==> config.mk <==
export PLATFORM = sky130hd
export DESIGN_NAME = dsa_top
export DESIGN_NICKNAME = d
export VERILOG_FILES = /design/src/dsa_pkg.sv /design/src/dsa_prog_rom.sv /design/src/dsa_ctrl.sv /design/src/dsa_arith_unit.sv /design/src/dsa_mem_arb.sv /design/src/dsa_host_port.sv /design/src/dsa_top.sv
export SDC_FILE = /design/constraint.sdc
export NUM_CORES = 1
export LEC_CHECK = 0
export BUFFER_PORTS_ARGS = -buffer_cell sky130_fd_sc_hd__clkbuf_2
export CAP_MARGIN = 20
export CORE_AREA = 2 2 199 201
export CTS_BUF_LIST = sky130_fd_sc_hd__clkbuf_8 sky130_fd_sc_hd__clkbuf_16
export DETAILED_ROUTE_END_ITERATION = 10
export DIE_AREA = 0 0 201 203
export HOLD_SLACK_MARGIN = 0.12
export PLACE_DENSITY = 0.68
export SYNTH_ARGS = -nofsm -noshare
export SYNTH_HDL_FRONTEND = slang
export SYNTH_SLANG_ARGS = --single-unit
==> constraint.sdc <==
create_clock -name clk -period 9.1 [get_ports clk]
set_input_delay 2.73 -clock clk [delete_from_list [all_inputs] [get_ports clk]]
set_output_delay 2.73 -clock clk [all_outputs]
set_load 0.1 [all_outputs]
==> src/dsa_pkg.sv <==
// dsa engine package: word size, prime, memory map, microcode and bus types
package dsa_pkg;

    // ------------------------------
    // sizes and modulus
    // ------------------------------
    localparam int WORD_W  = 16;
    localparam int MEM_AW  = 4;
    localparam int PROG_AW = 5;   // 32 microcode lines

    localparam logic [WORD_W-1:0] PRIME = 16'd65521;   // largest 16-bit prime

    // ------------------------------
    // operand memory map
    // ------------------------------
    localparam logic [MEM_AW-1:0] ADDR_X   = 4'd0;
    localparam logic [MEM_AW-1:0] ADDR_Y   = 4'd1;
    localparam logic [MEM_AW-1:0] ADDR_Z   = 4'd2;
    localparam logic [MEM_AW-1:0] ADDR_R   = 4'd3;   // reference word for check
    localparam logic [MEM_AW-1:0] ADDR_RES = 4'd8;

    // program entry points in the microcode rom
    localparam logic [PROG_AW-1:0] PROG_MULADD_S = 5'd0;
    localparam logic [PROG_AW-1:0] PROG_MULSUB_S = 5'd8;
    localparam logic [PROG_AW-1:0] PROG_CHECK_S  = 5'd16;

    // ------------------------------
    // encodings
    // ------------------------------
    typedef enum logic [2:0] {
        UOP_NOP,
        UOP_LOAD_A,
        UOP_LOAD_B,
        UOP_EXEC,
        UOP_STORE,
        UOP_CMP,
        UOP_END
    } dsa_uop_e;

    typedef enum logic [1:0] {
        OP_ADD,
        OP_SUB,
        OP_MUL
    } dsa_arith_op_e;

    typedef enum logic [1:0] {
        CMD_NONE,
        CMD_MULADD,
        CMD_MULSUB,
        CMD_CHECK
    } dsa_cmd_e;

    // one microcode line, 9 bits
    typedef struct packed {
        dsa_uop_e            uop;
        dsa_arith_op_e       op;
        logic [MEM_AW-1:0]   addr;
    } dsa_instr_t;

    // operand memory access, 22 bits
    typedef struct packed {
        logic                we;
        logic                re;
        logic [MEM_AW-1:0]   addr;
        logic [WORD_W-1:0]   wdata;
    } dsa_mem_req_t;

endpackage

==> src/dsa_prog_rom.sv <==
// microcode rom with the muladd, mulsub and check programs, registered output
module dsa_prog_rom (
    input  logic                          clk,
    input  logic [dsa_pkg::PROG_AW-1:0]   addr_i,
    output dsa_pkg::dsa_instr_t           instr_o
);
    import dsa_pkg::*;

    dsa_instr_t rom_line;

    function automatic dsa_instr_t mk_line(input dsa_uop_e uop, input dsa_arith_op_e op,
                                           input logic [MEM_AW-1:0] addr);
        dsa_instr_t l;
        l.uop  = uop;
        l.op   = op;
        l.addr = addr;
        return l;
    endfunction

    always_comb begin
        case (addr_i)
            // ------------------------------
            // muladd: x*y + z
            // ------------------------------
            PROG_MULADD_S + 5'd0: rom_line = mk_line(UOP_LOAD_A, OP_ADD, ADDR_X);
            PROG_MULADD_S + 5'd1: rom_line = mk_line(UOP_LOAD_B, OP_ADD, ADDR_Y);
            PROG_MULADD_S + 5'd2: rom_line = mk_line(UOP_EXEC,   OP_MUL, ADDR_X);
            PROG_MULADD_S + 5'd3: rom_line = mk_line(UOP_LOAD_B, OP_ADD, ADDR_Z);
            PROG_MULADD_S + 5'd4: rom_line = mk_line(UOP_EXEC,   OP_ADD, ADDR_X);
            PROG_MULADD_S + 5'd5: rom_line = mk_line(UOP_STORE,  OP_ADD, ADDR_RES);
            PROG_MULADD_S + 5'd6: rom_line = mk_line(UOP_END,    OP_ADD, ADDR_X);
            // ------------------------------
            // mulsub: x*y - z
            // ------------------------------
            PROG_MULSUB_S + 5'd0: rom_line = mk_line(UOP_LOAD_A, OP_ADD, ADDR_X);
            PROG_MULSUB_S + 5'd1: rom_line = mk_line(UOP_LOAD_B, OP_ADD, ADDR_Y);
            PROG_MULSUB_S + 5'd2: rom_line = mk_line(UOP_EXEC,   OP_MUL, ADDR_X);
            PROG_MULSUB_S + 5'd3: rom_line = mk_line(UOP_LOAD_B, OP_ADD, ADDR_Z);
            PROG_MULSUB_S + 5'd4: rom_line = mk_line(UOP_EXEC,   OP_SUB, ADDR_X);
            PROG_MULSUB_S + 5'd5: rom_line = mk_line(UOP_STORE,  OP_ADD, ADDR_RES);
            PROG_MULSUB_S + 5'd6: rom_line = mk_line(UOP_END,    OP_ADD, ADDR_X);
            // ------------------------------
            // check: x*y against r
            // ------------------------------
            PROG_CHECK_S + 5'd0:  rom_line = mk_line(UOP_LOAD_A, OP_ADD, ADDR_X);
            PROG_CHECK_S + 5'd1:  rom_line = mk_line(UOP_LOAD_B, OP_ADD, ADDR_Y);
            PROG_CHECK_S + 5'd2:  rom_line = mk_line(UOP_EXEC,   OP_MUL, ADDR_X);
            PROG_CHECK_S + 5'd3:  rom_line = mk_line(UOP_STORE,  OP_ADD, ADDR_RES);
            PROG_CHECK_S + 5'd4:  rom_line = mk_line(UOP_CMP,    OP_ADD, ADDR_R);
            PROG_CHECK_S + 5'd5:  rom_line = mk_line(UOP_END,    OP_ADD, ADDR_X);
            default:              rom_line = mk_line(UOP_END,    OP_ADD, ADDR_X);  // stray pc ends
        endcase
    end

    always_ff @(posedge clk) begin
        instr_o <= rom_line;
    end

endmodule

==> src/dsa_ctrl.sv <==
// program sequencer: fetches micro-ops, drives memory and arithmetic unit, keeps status
module dsa_ctrl (
    input  logic                          clk,
    input  logic                          reset_n,
    input  logic                          start_i,
    input  dsa_pkg::dsa_cmd_e             cmd_i,
    output logic [dsa_pkg::PROG_AW-1:0]   rom_addr_o,
    input  dsa_pkg::dsa_instr_t           instr_i,
    output dsa_pkg::dsa_mem_req_t         mem_req_o,
    input  logic [dsa_pkg::WORD_W-1:0]    mem_rdata_i,
    output logic                          load_a_o,
    output logic                          load_b_o,
    output logic                          exec_o,
    output dsa_pkg::dsa_arith_op_e        op_o,
    input  logic                          arith_busy_i,
    input  logic [dsa_pkg::WORD_W-1:0]    result_i,
    output logic                          ready_o,
    output logic                          valid_o,
    output logic                          verify_o
);
    import dsa_pkg::*;

    typedef enum logic [1:0] {
        S_IDLE,
        S_FETCH,   // rom line valid, issue the micro-op
        S_MEM,     // read data returning
        S_ARITH    // arithmetic unit running
    } state_e;

    state_e             state_q;
    state_e             state_d;
    logic [PROG_AW-1:0] pc_q;
    logic [PROG_AW-1:0] entry;
    dsa_uop_e           wait_uop_q;   // micro-op that owns the memory wait
    logic               cmp_hit_q;
    logic               start_ok;

    assign start_ok = (state_q == S_IDLE) && start_i && (cmd_i != CMD_NONE);
    assign ready_o  = (state_q == S_IDLE);

    always_comb begin
        case (cmd_i)
            CMD_MULSUB: entry = PROG_MULSUB_S;
            CMD_CHECK:  entry = PROG_CHECK_S;
            default:    entry = PROG_MULADD_S;
        endcase
    end

    // ------------------------------
    // next state and strobes
    // ------------------------------
    always_comb begin
        state_d    = state_q;
        rom_addr_o = pc_q;   // hold the next line during waits
        mem_req_o  = '0;
        load_a_o   = 1'b0;
        load_b_o   = 1'b0;
        exec_o     = 1'b0;
        op_o       = instr_i.op;
        case (state_q)
            S_IDLE: begin
                rom_addr_o = entry;
                if (start_ok) state_d = S_FETCH;
            end
            S_FETCH: begin
                rom_addr_o = pc_q + 1'b1;
                case (instr_i.uop)
                    UOP_LOAD_A, UOP_LOAD_B, UOP_CMP: begin
                        mem_req_o.re   = 1'b1;
                        mem_req_o.addr = instr_i.addr;
                        state_d        = S_MEM;
                    end
                    UOP_STORE: begin
                        mem_req_o.we    = 1'b1;
                        mem_req_o.addr  = instr_i.addr;
                        mem_req_o.wdata = result_i;
                    end
                    UOP_EXEC: begin
                        exec_o  = 1'b1;
                        state_d = S_ARITH;
                    end
                    UOP_END: state_d = S_IDLE;
                    UOP_NOP: ;
                    default: state_d = S_IDLE;   // unknown encoding
                endcase
            end
            S_MEM: begin
                load_a_o = (wait_uop_q == UOP_LOAD_A);
                load_b_o = (wait_uop_q == UOP_LOAD_B);
                state_d  = S_FETCH;
            end
            S_ARITH: begin
                if (!arith_busy_i) state_d = S_FETCH;   // stall pc while mul runs
            end
            default: state_d = S_IDLE;
        endcase
    end

    always_ff @(posedge clk) begin
        if (!reset_n) begin
            state_q    <= S_IDLE;
            pc_q       <= '0;
            wait_uop_q <= UOP_NOP;
            cmp_hit_q  <= 1'b0;
            valid_o    <= 1'b0;
            verify_o   <= 1'b0;
        end else begin
            state_q <= state_d;
            pc_q    <= rom_addr_o;
            if (state_q == S_FETCH) wait_uop_q <= instr_i.uop;
            if (start_ok) begin
                valid_o   <= 1'b0;
                verify_o  <= 1'b0;
                cmp_hit_q <= 1'b0;
            end
            if (state_q == S_MEM && wait_uop_q == UOP_CMP) begin
                cmp_hit_q <= (mem_rdata_i == result_i);
            end
            // verify published together with valid
            if (state_q == S_FETCH && instr_i.uop == UOP_END) begin
                valid_o  <= 1'b1;
                verify_o <= cmp_hit_q;
            end
        end
    end

    // the arithmetic unit must be idle whenever the program issues an exec
    a_exec_not_busy: assert property (@(posedge clk) disable iff (!reset_n)
        exec_o |-> !arith_busy_i);

endmodule

==> src/dsa_arith_unit.sv <==
// arithmetic unit: operand registers, modular add and sub, serial modular multiplier
module dsa_arith_unit (
    input  logic                          clk,
    input  logic                          reset_n,
    input  logic                          load_a_i,
    input  logic                          load_b_i,
    input  logic [dsa_pkg::WORD_W-1:0]    data_i,
    input  logic                          exec_i,
    input  dsa_pkg::dsa_arith_op_e        op_i,
    output logic [dsa_pkg::WORD_W-1:0]    result_o,
    output logic                          busy_o
);
    import dsa_pkg::*;

    logic [WORD_W-1:0]         a_q;
    logic [WORD_W-1:0]         b_q;
    logic [WORD_W-1:0]         acc_q;
    logic [WORD_W-1:0]         acc_dbl;
    logic [WORD_W-1:0]         acc_step;
    logic [$clog2(WORD_W)-1:0] bit_q;   // msb first

    // operands below PRIME, so one correction is enough
    function automatic logic [WORD_W-1:0] mod_add(input logic [WORD_W-1:0] a,
                                                  input logic [WORD_W-1:0] b);
        logic [WORD_W:0] sum;
        sum = {1'b0, a} + {1'b0, b};
        if (sum >= {1'b0, PRIME}) sum = sum - {1'b0, PRIME};
        return sum[WORD_W-1:0];
    endfunction

    function automatic logic [WORD_W-1:0] mod_sub(input logic [WORD_W-1:0] a,
                                                  input logic [WORD_W-1:0] b);
        logic [WORD_W:0] diff;
        diff = {1'b0, a} - {1'b0, b};
        if (a < b) diff = diff + {1'b0, PRIME};   // wrapped below zero
        return diff[WORD_W-1:0];
    endfunction

    // one double-and-add step per cycle
    assign acc_dbl  = mod_add(acc_q, acc_q);
    assign acc_step = b_q[bit_q] ? mod_add(acc_dbl, a_q) : acc_dbl;
    assign result_o = a_q;

    always_ff @(posedge clk) begin
        if (!reset_n) begin
            busy_o <= 1'b0;
            bit_q  <= '0;
        end else if (exec_i && op_i == OP_MUL) begin
            busy_o <= 1'b1;
            bit_q  <= '1;
        end else if (busy_o) begin
            bit_q <= bit_q - 1'b1;
            if (bit_q == '0) busy_o <= 1'b0;
        end
    end

    // ------------------------------
    // operands and accumulator
    // ------------------------------
    always_ff @(posedge clk) begin
        if (load_a_i) a_q <= data_i;
        if (load_b_i) b_q <= data_i;
        if (exec_i) begin
            case (op_i)
                OP_ADD:  a_q <= mod_add(a_q, b_q);
                OP_SUB:  a_q <= mod_sub(a_q, b_q);
                OP_MUL:  acc_q <= '0;
                default: ;
            endcase
        end else if (busy_o) begin
            acc_q <= acc_step;
            if (bit_q == '0) a_q <= acc_step;   // product replaces a for chaining
        end
    end

    // operands stay frozen for the whole multiply
    a_no_touch_busy: assert property (@(posedge clk) disable iff (!reset_n)
        busy_o |-> !(exec_i || load_a_i || load_b_i));

endmodule

==> src/dsa_mem_arb.sv <==
// operand memory, 16 words, shared by sequencer and host with sequencer priority
module dsa_mem_arb (
    input  logic                          clk,
    input  logic                          reset_n,
    input  dsa_pkg::dsa_mem_req_t         seq_req_i,
    input  dsa_pkg::dsa_mem_req_t         host_req_i,
    output logic                          host_gnt_o,
    output logic [dsa_pkg::WORD_W-1:0]    rdata_o
);
    import dsa_pkg::*;

    logic [WORD_W-1:0] mem_q [0:2**MEM_AW-1];
    logic              seq_act;
    dsa_mem_req_t      sel_req;   // the one access done this cycle

    assign seq_act    = seq_req_i.we || seq_req_i.re;
    assign host_gnt_o = !seq_act && (host_req_i.we || host_req_i.re);
    assign sel_req    = seq_act ? seq_req_i : host_req_i;

    always_ff @(posedge clk) begin
        if (sel_req.we) mem_q[sel_req.addr] <= sel_req.wdata;
        if (sel_req.re) rdata_o <= mem_q[sel_req.addr];   // data one cycle after grant
    end

    // a host access is performed once, the port drops it after the grant
    a_one_access_per_grant: assert property (@(posedge clk) disable iff (!reset_n)
        host_gnt_o |=> !host_gnt_o);

endmodule

==> src/dsa_host_port.sv <==
// host port: holds one access until granted, then acknowledges with read data
module dsa_host_port (
    input  logic                          clk,
    input  logic                          reset_n,
    input  dsa_pkg::dsa_mem_req_t         req_i,
    input  logic                          gnt_i,
    input  logic [dsa_pkg::WORD_W-1:0]    mem_rdata_i,
    output dsa_pkg::dsa_mem_req_t         mem_req_o,
    output logic                          ack_o,
    output logic [dsa_pkg::WORD_W-1:0]    rdata_o
);
    import dsa_pkg::*;

    dsa_mem_req_t      req_q;
    logic              pending_q;
    logic [WORD_W-1:0] rdata_q;
    logic              new_req;
    logic              rd_ack;

    assign new_req   = req_i.we || req_i.re;
    assign rd_ack    = ack_o && req_q.re;
    assign mem_req_o = pending_q ? req_q : '0;
    assign rdata_o   = rd_ack ? mem_rdata_i : rdata_q;   // hold last read after ack

    always_ff @(posedge clk) begin
        if (!reset_n) begin
            pending_q <= 1'b0;
            ack_o     <= 1'b0;
        end else begin
            ack_o <= pending_q && gnt_i;
            if (pending_q && gnt_i) pending_q <= 1'b0;
            else if (new_req)       pending_q <= 1'b1;
        end
    end

    always_ff @(posedge clk) begin
        if (!pending_q && new_req) req_q <= req_i;
        if (rd_ack) rdata_q <= mem_rdata_i;
    end

    // host waits for the ack before the next access
    a_no_req_while_pending: assert property (@(posedge clk) disable iff (!reset_n)
        new_req |-> !pending_q);

endmodule

==> src/dsa_top.sv <==
// dsa engine top: sequencer, microcode rom, arithmetic unit, memory arbiter and host port
module dsa_top (
    input  logic                          clk,
    input  logic                          reset_n,
    input  logic                          start_i,
    input  dsa_pkg::dsa_cmd_e             cmd_i,
    input  dsa_pkg::dsa_mem_req_t         host_req_i,
    output logic                          host_ack_o,
    output logic [dsa_pkg::WORD_W-1:0]    host_rdata_o,
    output logic                          ready_o,
    output logic                          valid_o,
    output logic                          verify_o
);
    import dsa_pkg::*;

    logic [PROG_AW-1:0] rom_addr;
    dsa_instr_t         instr;
    dsa_mem_req_t       seq_req;
    dsa_mem_req_t       host_mem_req;
    logic [WORD_W-1:0]  mem_rdata;
    logic [WORD_W-1:0]  result;
    logic               load_a;
    logic               load_b;
    logic               exec;
    logic               arith_busy;
    logic               host_gnt;
    dsa_arith_op_e      op;

    dsa_ctrl ctrl_i (
        .clk(clk), .reset_n(reset_n), .start_i(start_i), .cmd_i(cmd_i),
        .rom_addr_o(rom_addr), .instr_i(instr),
        .mem_req_o(seq_req), .mem_rdata_i(mem_rdata),
        .load_a_o(load_a), .load_b_o(load_b), .exec_o(exec), .op_o(op),
        .arith_busy_i(arith_busy), .result_i(result),
        .ready_o(ready_o), .valid_o(valid_o), .verify_o(verify_o)
    );

    dsa_prog_rom rom_i (.clk(clk), .addr_i(rom_addr), .instr_o(instr));

    // operands load straight from memory read data
    dsa_arith_unit arith_i (
        .clk(clk), .reset_n(reset_n), .load_a_i(load_a), .load_b_i(load_b),
        .data_i(mem_rdata), .exec_i(exec), .op_i(op),
        .result_o(result), .busy_o(arith_busy)
    );

    dsa_mem_arb arb_i (
        .clk(clk), .reset_n(reset_n), .seq_req_i(seq_req), .host_req_i(host_mem_req),
        .host_gnt_o(host_gnt), .rdata_o(mem_rdata)
    );

    dsa_host_port host_i (
        .clk(clk), .reset_n(reset_n), .req_i(host_req_i), .gnt_i(host_gnt),
        .mem_rdata_i(mem_rdata), .mem_req_o(host_mem_req),
        .ack_o(host_ack_o), .rdata_o(host_rdata_o)
    );

endmodule

After elaboration in Yosys (flattened, before gate mapping)
Memory sizes are Yosys's and may differ from the RTL's. A register that Yosys moved wholly into a read port is not among the register bits.
Cells that the tools add are included.
{ "totals": {"reg_bits": 110, "mem_bits_rw": 256, "rom_bits": 256, "input_bits": 27, "output_inout_bits": 20, "elab_cells": 131, "n_memories": 2} }
{ "mem_list": {"columns": ["memory", "words", "width", "rd", "rd_ports_with_merged_regs", "wr", "line", "rtl"], "rows": [
  ["(name not given)", 32, 8, 1, 1, 0, "dsa_prog_rom.sv:21", "case (addr_i)"],
  ["arb_i.mem_q", 16, 16, 1, 1, 1, "dsa_mem_arb.sv:12", "logic [WORD_W-1:0] mem_q [0:2**MEM_AW-1];"]
]} }
{ "op_classes": {"add_sub_neg": 10, "magnitude_cmp": 5, "eq_ne": 21, "muxes": 44, "bitwise": 1, "reduce_logical": 29} }
{ "ops": {"columns": ["cell", "n"], "rows": [
  ["$mux 16", 14],
  ["$mux 22", 3],
  ["$add 16x16->17", 3],
  ["$ge 17x16->1 const B", 3],
  ["$sub 16x16->16 const B", 3],
  ["$pmux 16 s2", 1],
  ["$pmux 5 s2", 2],
  ["$add 16x16->16 const B", 1],
  ["$eq 16x16->1", 1],
  ["$lt 16x16->1", 1],
  ["$mux 1", 16],
  ["$sub 16x16->16", 1],
  ["$eq 3x3->1 const B", 4],
  ["$mux 4", 3],
  ["$eq 2x2->1 const B", 5],
  ["$reduce_bool 2->1", 5],
  ["$eq 3x2->1 const B", 3],
  ["$logic_and 1x1->1", 9],
  ["$pmux 2 s4", 1],
  ["$eq 3x1->1 const B", 2],
  ["$ne 2x2->1 const B", 3],
  ["$pmux 2 s3", 1],
  ["$add 5x1->5 const B", 1],
  ["$lt 4x5->1 const B", 1],
  ["16 further kinds", 23]
]} }

Logic depth before layout (Yosys ltp)
Gate-level depths: netlist of run 1.
{ "depth": {"depth_word": 10, "ltp_mapped": 21, "ltp_nobuf": 21} }

Hierarchy
Synthesis of run 1 repeated with hierarchy kept, for this count alone.
{ "unflattened": {"cells_unflattened": 1765, "area_unflattened_um2": 20348.3} }
{ "by_module_without_submodules": {"columns": ["module", "instances", "cells_each", "area_each_um2", "seq_area_each_um2"], "rows": [
  ["dsa_mem_arb", 1, 583, 10202.3, 8167.8],
  ["dsa_arith_unit", 1, 918, 7239.4, 1381.3],
  ["dsa_host_port", 1, 87, 1430.1, 1021.0],
  ["dsa_ctrl", 1, 133, 1049.8, 260.2],
  ["dsa_prog_rom", 1, 44, 426.7, 160.2]
]} }

Least setup slack after synthesis of run 1
No wires, ideal clock.
{ "synth_path": {"kind": "flip-flop to flip-flop", "start": "register arith_i.acc_q[0]", "end": "register arith_i.a_q[12] (netlist: arith_i.result_o[12])", "setup_time_ps": 122, "t_arrival_ps": 4810, "required_time_ps": 8978, "slack_ps": 4168, "stages_incl_launch_ff": 21, "n_path_buf": 1, "synth_period_minus_slack_ps": 4932, "path_cell_list": "edfxtp_1 > inv_1 > ha_1 > nand2b_1 > nor2b_1 > and3_1 > a21o_1 > clkbuf_1 > nand2_1 > xnor2_1 > ha_1 > a21o_1 > a221oi_1 > o21ai_0 > xor2_1 > nand4_1 > or3_1 > o21ai_1 > a21boi_0 > o311a_1 > a2bb2oi_1"} }
{ "synth_via": {"elab_chain_cells": 10, "word_cells_on_any_way": 12, "cone_classes": "4 x add/sub; 2 x order compare; 6 x mux"} }
{ "synth_rtl": {"columns": ["item", "line", "rtl"], "rows": [
  ["from (decl)", "dsa_arith_unit.sv:17", "logic [WORD_W-1:0] acc_q;"],
  ["from (signal assigned)", "dsa_arith_unit.sv:71", "acc_q <= acc_step;"],
  ["$add 16x16->17 (*)", "dsa_arith_unit.sv:26", "sum = {1'b0, a} + {1'b0, b};"],
  ["$sub 16x16->16 / $ge 17x16->1 (equally long branches)", "dsa_arith_unit.sv:27", "if (sum >= {1'b0, PRIME}) sum = sum - {1'b0, PRIME};"],
  ["$mux 16 (*)", "dsa_arith_unit.sv:27", null],
  ["$add 16x16->17", "dsa_arith_unit.sv:26", null],
  ["$sub 16x16->16 / $ge 17x16->1 (equally long branches)", "dsa_arith_unit.sv:27", null],
  ["$mux 16", "dsa_arith_unit.sv:27", null],
  ["$mux 16 (*)", "dsa_arith_unit.sv:41", "assign acc_step = b_q[bit_q] ? mod_add(acc_dbl, a_q) : acc_dbl;"],
  ["$mux 16 (*)", "dsa_arith_unit.sv:72", "if (bit_q == '0) a_q <= acc_step;"],
  ["$mux 16 (*)", "dsa_arith_unit.sv:70", "end else if (busy_o) begin"],
  ["$mux 16 (*)", "dsa_arith_unit.sv:63", "if (exec_i) begin"],
  ["to (signal assigned)", "dsa_arith_unit.sv:65", "OP_ADD: a_q <= mod_add(a_q, b_q);"],
  ["to (signal assigned)", "dsa_arith_unit.sv:66", "OP_SUB: a_q <= mod_sub(a_q, b_q);"],
  ["to (signal assigned)", "dsa_arith_unit.sv:72", null],
  ["to (decl)", "dsa_arith_unit.sv:15", "logic [WORD_W-1:0] a_q;"]
]} }
Every way passes the cells marked *; elsewhere a longest branch is shown, timed or not.
A chain may end at the register's enable or synchronous reset.

Worst setup path after layout of run 1
{ "layout_path": {"start": "register arith_i.acc_q[1]", "end": "register arith_i.acc_q[12], data pin"} }
{ "layout_via": {"elab_chain_cells": 9, "word_cells_on_any_way": 11, "cone_classes": "4 x add/sub; 2 x order compare; 5 x mux"} }
{ "layout_rtl": {"columns": ["item", "line"], "rows": [
  ["$add 16x16->17 (*)", "dsa_arith_unit.sv:26"],
  ["$sub 16x16->16 / $ge 17x16->1 (equally long branches)", "dsa_arith_unit.sv:27"],
  ["$mux 16 (*)", "dsa_arith_unit.sv:27"],
  ["$add 16x16->17", "dsa_arith_unit.sv:26"],
  ["$sub 16x16->16 / $ge 17x16->1 (equally long branches)", "dsa_arith_unit.sv:27"],
  ["$mux 16", "dsa_arith_unit.sv:27"],
  ["$mux 16 (*)", "dsa_arith_unit.sv:41"],
  ["$mux 16 (*)", "dsa_arith_unit.sv:70"],
  ["$mux 16 (*)", "dsa_arith_unit.sv:63"]
]} }
Every way passes the cells marked *; elsewhere a longest branch is shown, timed or not. The select of a mux whose other input is x is not followed.

==> metrics.md, run 1 <==
| Metric | Value |
|---|---|
| P&R area growth vs syn | 11.7% |
| Setup TNS | 0 ps |
| Largest net degree at the start of global routing | 66 |
| Crit. End Element | flip-flop |
| Via count | approximately 14000 |
| RSZ-0062 raised after global routing | false |
| Asr flop ratio synth | 0% |
| Antenna violations before repair | 0 |
| Worst-Margin Slew | ~1100 ps |
| Synth top area share | 51.1% |
| Total Wirelength | between 50 and 60 mm |
| CTS Buf Count | 42 |
| Total core area | between 30000 and 40000 µm² |
| Total clock sinks | 386 |
| Synth area leader | edfxtp_1 |
| Post-CTS Hold Buffers | 0 |
| CTS tree | done |
| Fin crit period | 6030 ps |
| CP cell instances | inv_1 -> ha_1 -> nand2b_1 -> nor2b_1 -> and3_1 -> a21o_1 -> o31ai_1 -> xnor2_1 -> ha_1 -> and3_1 -> a221oi_1 -> o21ai_0 -> xor2_1 -> nand4_1 -> or3_1 -> o21ai_1 -> a21boi_0 -> o31ai_1 -> nor2_1 |
| Via/cell ratio | between 6 and 7 |
| Relative slew slack | a little over a quarter |
| Slew Limit Fails | 0 |
| Die area | slightly above 40000 µm² |
| R2R Path End | arith_i.acc_q[12] |
| Worst Path Buf+Inv | 1 |
| Post-Route Utilization | between 50% and 60% |
| I/O pins | 47 |
| Fraction of layout cells with a size suffix above 1 | about an eighth |
| Worst min path class | flip-flop to flip-flop |
| Mapped Nets | around 1700 |
| Worst Path Max Fanout | 11 |
| Worst-Skew Late Latency | 600 ps |
| CP startpoint kind | flip-flop |
| # setup viols final | 0 |
| Number of port buffers | 46 |
| Die Y-Extent | 203 µm |
| Grt ovf | 0 |
| CTS root buf | clkbuf_16 |
| R2R setup slack | roughly 3100 ps |
| Period utilization | 66.3% |
| # nets final | about 1700 |
| Top cells by area in the synthesized netlist | edfxtp_1 (51%), dfxtp_1 (6.3%), a22oi_1 (5.3%) |
| Fmax | about 0.17 GHz |
| Post-synth top cells | edfxtp_1 (326), a21oi_1 (151), a22oi_1 (134) |
| Power per Cell Area | 319 nW/µm² |
| Post-synth top flop | edfxtp_1 |
| Most frequent cell after synthesis | edfxtp_1 |
| Crit Reg-Reg Startpoint | arith_i.acc_q[1] |
| Status | finished clean |
| Register area share after synthesis | a little under three fifths |
| Clk_skew | about 46 ps |
| Hold Violations, Final | 0 |
| H-tree Lvls | 2 |
| GP Congestion | 0.895 |
| Total Routing Usage GR | between 20% and 30% |
| Vias in the first global route | ~13000 |
| WL/cell | 24.3 µm |
| Hold EP | ctrl_i.valid_o |
| Crit Path Class | flip-flop to flip-flop |
| Avg Inst Size Synth | 11.8 µm² |
| Clk buf depth | 3 |
| CTS resizes | 0 |
| Worst Reg-to-Reg Cells | 19 |
| Critical Path AT | ~6300 ps |
| Worst hold stages | 2 |
| Drt drc | 0 |
| Cell class contributing the biggest share of worst-path delay | compound AO/OA/AOI/OAI gates |
| Mapped cell area | 19100 µm² |
| Number of enable flip-flop cells after synthesis | approximately 330 |
| Synth Warn # | 0 |
| First-pass GRT wire length | between 80 and 90 mm |
| Drt first pass iters | 6 |
| IR drop worst, VDD | 0.214 mV |
| Cell variety after synth | between 70 and 80 |
| Routed Antenna Nets | 0 |
| Detail Placement HPWL | ~36 mm |
| Clock Pin Slew Worst Setup and Hold Paths | around 60 ps |
| Fill cell count | about 3200 |
| Cell row count | 72 |
| Setup repair bufs after CTS | 0 |
| Synthesized flop and latch total | about 390 |
| WP data required | ~9400 ps |
| Static leakage | 7.52 nW |
| Max incr delay on CP | 830 ps |
| Slowest-stage cell, CP | a221oi_1 |
| DIE WIDTH | around 200 µm |
| Starting density of the core | between 40 and 50% |
| DR iter-0 viols | approximately 1200 |
| Gate Count Post-Synth | 1618 |
| Min-Delay Startpoint | ctrl_i.valid_o |
| Max Cap Viol | 0 |
flip-flops by register name, indices dropped and copies added (netlist names):
signal	flops
arb_i.mem_q	256
host_i.req_q	22
arb_i.rdata_o	16
arith_i.acc_q	16
arith_i.b_q	16
arith_i.result_o	16
host_i.rdata_q	16
rom_i.instr_o	8
ctrl_i.pc_q	5
arith_i.bit_q	4
ctrl_i.wait_uop_q	3
ctrl_i.state_q	2
arith_i.busy_o	1
ctrl_i.cmp_hit_q	1
ctrl_i.valid_o	1
ctrl_i.verify_o	1
host_i.ack_o	1
host_i.pending_q	1
per-stage QoR:
| stage | hold WS [ps] | area (µm²) | setup slack, ps | instances | power, W |
|---|---|---|---|---|---|
| 2_1_floorplan | 444 | 19100 | 4170 | 1618 | 0.00439 |
| 3_5_place_dp | 453 | 20000 | 3140 | 2129 | 0.00514 |
| 5_1_grt | 484 | 21400 | 2530 | 2205 | 0.00713 |
| 6_report | 459 | 21400 | 3070 | 2206 | 0.00681 |
| 4_1_cts | 461 | 21400 | 3120 | 2205 | 0.00678 |
| 3_3_place_gp | 443 | 20000 | 3320 | 2129 | 0.00511 |
placed cells by master, fill, tap and decap left out, drive strengths merged, types with 16 or more instances in the layout:
cell type,n
edfxtp,326
a21oi,151
a22oi,134
nor2,95
clkbuf,89
nand2,81
ha,63
dfxtp,60
inv,60
o21ai,58
xnor2,51
xor2,32
nor3,31
nand3,31
mux2,30
buf,29
or4,25
a21o,21
clkinv,21
a211oi,19
or3,18
a22o,16
mux2i,16
a31oi,16
power by group:
group          leakage [nW]  internal (W)  switching (W)
registers              3.50       0.00215       0.000283
logic                  3.35      0.000931        0.00180
clock network         0.670      0.000917       0.000730
routing by layer:
metal	global-route usage, %	vias to the layer above	wire, µm
li1	-	6377	-
met1	32.7	6772	20700
met2	44.8	605	26600
met3	3.76	141	3910
met4	12.3	0	2350
met5	0	-	0
layout make-up:
cell class / count / area (µm²) / share of cell area (%)
inverter: 53 / 199 / 0.931
tap: 518 / 648 / 3.03
clock inverter: 33 / 273 / 1.28
clock buffer: 43 / 1060 / 4.98
multi-input combinational: 1097 / 7750 / 36.3
sequential: 386 / 11000 / 51.4
antenna: 1 / 2.50 / 0.0117
timing repair buffer: 75 / 448 / 2.10
worst min-delay path, delay by kind of cell, from the launching register on:
family	cells	cell delay (ps)
flops	1	310
compound gates	1	50
simple gates	1	50
worst max path at each step:
stage | start | endpoint | cells past startpoint
after floorplan | arith_i.acc_q[0] | arith_i.result_o[12] | 20
after global placement | arith_i.acc_q[0] | arith_i.acc_q[12] | 19
after detailed placement | arith_i.acc_q[0] | arith_i.acc_q[12] | 19
after CTS | arith_i.acc_q[0] | arith_i.acc_q[12] | 19
after global routing | arith_i.acc_q[0] | arith_i.acc_q[12] | 19
final | arith_i.acc_q[1] | arith_i.acc_q[12] | 19
cells by family after synthesis:
| family | Yosys count | share of synthesized area [%] |
|---|---|---|
| compound gates | 519 | 18.4 |
| flops | 386 | 57.4 |
| simple gates | 379 | 10.3 |
| buf+inv | 135 | 2.69 |
| xor+xnor | 83 | 3.80 |
| fa+ha+maj | 66 | 4.43 |
| mux | 50 | 3.07 |
No activity file was read; power rests on OpenSTA's default activity.
==> run 2: changes to the inputs <==
- clock period: 9.1 -> 6 ns (I/O delays scaled with it)
==> run 2 against run 1 <==
Compared with the run above: critical path type unchanged; via count up 0.37%; sequential share of layout area is 0.087 points lower; clock skew down 29 ps; flip-flop and latch count did not move; cell count increased by 0.14%; sequential power increased by 51%; clock-buffer cell count is 1 higher.
==> metrics.md, run 2 (synthesis results as in run 1) <==
| Metric | Value |
|---|---|
| P&R area growth vs syn | 11.9% |
| Grt ovf | 0 (unchanged) |
| Crit. End Element | flip-flop |
| Relative slew slack | 23.2% (-3.4 points) |
| CP cell instances | inv_1 -> ha_1 -> nand2b_1 -> nor2b_1 -> and3_1 -> a21o_1 -> o31ai_1 -> nor2_1 -> and4_1 -> xor2_1 -> ha_1 -> a21oi_1 -> a21oi_1 -> o21a_1 -> o2bb2ai_1 -> xor2_1 -> and3b_1 -> a21oi_2 -> nor3b_1 -> o311a_1 -> a2bb2oi_1 |
| Max Cap Viol | 0 (unchanged) |
| Drt first pass iters | 7 (+1) |
| Routed Antenna Nets | 0 (unchanged) |
| # nets final | 1753 (+0.29%) |
| Slew Limit Fails | 0 (unchanged) |
| DR iter-0 viols | 1160 (-4.1%) |
| CTS tree | done |
| Vias in the first global route | 13300 (-0.74%) |
| Worst-Skew Late Latency | 560 ps (-40 ps) |
| Total core area | 38500 µm² (unchanged) |
| CTS root buf | clkbuf_16 |
| DIE WIDTH | 201 µm (unchanged) |
| Total Wirelength | 53.6 mm (about the same) |
| Period utilization | 89.1% (+23 points) |
| Die area | 40800 µm² (unchanged) |
| Worst Path Max Fanout | 11 (unchanged) |
| Post-CTS Hold Buffers | 0 (unchanged) |
| Cell row count | 72 (unchanged) |
| Power per Cell Area | 481 nW/µm² (+51%) |
| # setup viols final | 0 (unchanged) |
| Detail Placement HPWL | 36.4 mm (+0.89%) |
| Diodes inserted | 0 (-1) |
| Critical Path AT | 5780 ps (-550 ps) |
| Fmax | 0.187 GHz (+13%) |
| GP Congestion | 0.908 (+1.5%) |
| Fraction of layout cells with a size suffix above 1 | 12.8% (+0.38 points) |
| RSZ-0062 raised after global routing | false |
| Most frequent cells in the layout | edfxtp_1 (326), a21oi_1 (150), a22oi_1 (134) |
| Via/cell ratio | 6.31 (+0.24%) |
| Via count | 13900 (+0.37%) |
| Hold Violations, Final | 0 (unchanged) |
| Clk buf depth | 3 (unchanged) |
| Drt drc | 0 (unchanged) |
| Number of port buffers | 46 (unchanged) |
| Largest Register | arb_i.mem_q |
| Worst-Margin Slew | 1150 ps (+50.1 ps) |
| CP startpoint kind | flip-flop |
| Regs by FF count | arb_i.mem_q: 256 flops, host_i.req_q: 22 flops |
| Commonest non-fill, non-tap cell in the layout | edfxtp_1 |
| Crit Path Class | flip-flop to flip-flop |
| CTS resizes | 0 (unchanged) |
| Max reg flops | 256 (unchanged) |
| Die Y-Extent | 203 µm (unchanged) |
| I/O pins | 47 (unchanged) |
| IR drop worst, VDD | 0.329 mV (+54%) |
| H-tree Lvls | 2 (unchanged) |
| Fin crit period | 5350 ps (-683 ps) |
| Antenna violations before repair | 2 (+2) |
| Slowest-stage cell, CP | a21oi_2 |
| Status | finished clean |
| Clock Pin Slew Worst Setup and Hold Paths | 60 ps (about the same) |
| Largest net degree at the start of global routing | 55 (-17%) |
| Setup TNS | 0 ps (unchanged) |
| WP data required | 6430 ps (-2970 ps) |
| Starting density of the core | 49.8% (unchanged) |
| Total Routing Usage GR | 25.8% (-0.34 points) |
| Fill cell count | 3217 (+1.0%) |
| First-pass GRT wire length | 80.0 mm (-0.57%) |
| Worst Path Buf+Inv | 1 (unchanged) |
| Static leakage | 7.53 nW (+0.21%) |
| WL/cell | 24.3 µm (-0.23%) |
| Setup repair bufs after CTS | 0 (unchanged) |
| Cell class contributing the biggest share of worst-path delay | compound AO/OA/AOI/OAI gates |
| Hold WS | 460 ps (+1.39 ps) |
| Total clock sinks | 386 (unchanged) |
| Clk_skew | 16.1 ps (-29.4 ps) |
| CTS Buf Count | 41 (-2.4%) |
| Worst min path class | flip-flop to flip-flop |
| Max incr delay on CP | 430 ps (-400 ps) |
-- run 2: path summary, 6_finish.rpt --
kind | start | endpoint | slack, ps | cells past startpoint
max | arith_i.acc_q[0] | arith_i.result_o[12] | 650 | 21
min | ctrl_i.valid_o | ctrl_i.valid_o | 460 | 2
max reg2reg | arith_i.acc_q[0] | arith_i.result_o[12] | 650 | 21
min reg2reg | ctrl_i.valid_o | ctrl_i.valid_o | 460 | 2
-- run 2: layout make-up --
class	instances	area [µm²]	area share [%]
Clock inverter	30	199	0.929
Timing Repair Buffer	81	532	2.48
Sequential cell	386	11000	51.3
Tap cell	518	648	3.03
Clock buffer	44	1090	5.09
Multi-Input combinational cell	1097	7760	36.2
Inverter	53	199	0.929
-- run 2: worst register-to-register path, cell delays in order, from the launching register on --
cell       delay (ps)
edfxtp_1          370
inv_1              80
ha_1              210
nand2b_1           90
nor2b_1           230
and3_1            230
a21o_1            350
o31ai_1           230
nor2_1            180
and4_1            220
xor2_1            280
ha_1              320
a21oi_1           360
a21oi_1           130
o21a_1            180
o2bb2ai_1         170
xor2_1            280
and3b_1           250
a21oi_2           430
nor3b_1           140
o311a_1           360
a2bb2oi_1         130
-- run 2: through the flow --
step	cells	area [µm²]	power, W	util, %	setup slack, ps
after global placement	2131	20100	0.00777	52.1	681
after floorplan	1618	19100	0.00666	-	1070
final	2209	21400	0.0103	55.7	653
after global routing	2209	21400	0.0108	55.7	188
after detailed placement	2133	20100	0.00783	52.2	530
after CTS	2207	21400	0.0103	55.6	488
-- run 2: where the power goes --
part           internal, W  total (W)  switching [W]
logic              0.00144    0.00422        0.00278
clock network      0.00136    0.00243        0.00107
registers          0.00326    0.00366       0.000396
total              0.00607     0.0103        0.00424
-- run 2: routing by layer --
metal / routed length [µm] / up-vias / GRT usage, %
met5: 27 / - / 0
met4: 2400 / 4 / 11.7
met3: 3540 / 131 / 3.61
met2: 26000 / 518 / 43.7
met1: 21700 / 6918 / 33.0
li1: - / 6376 / -
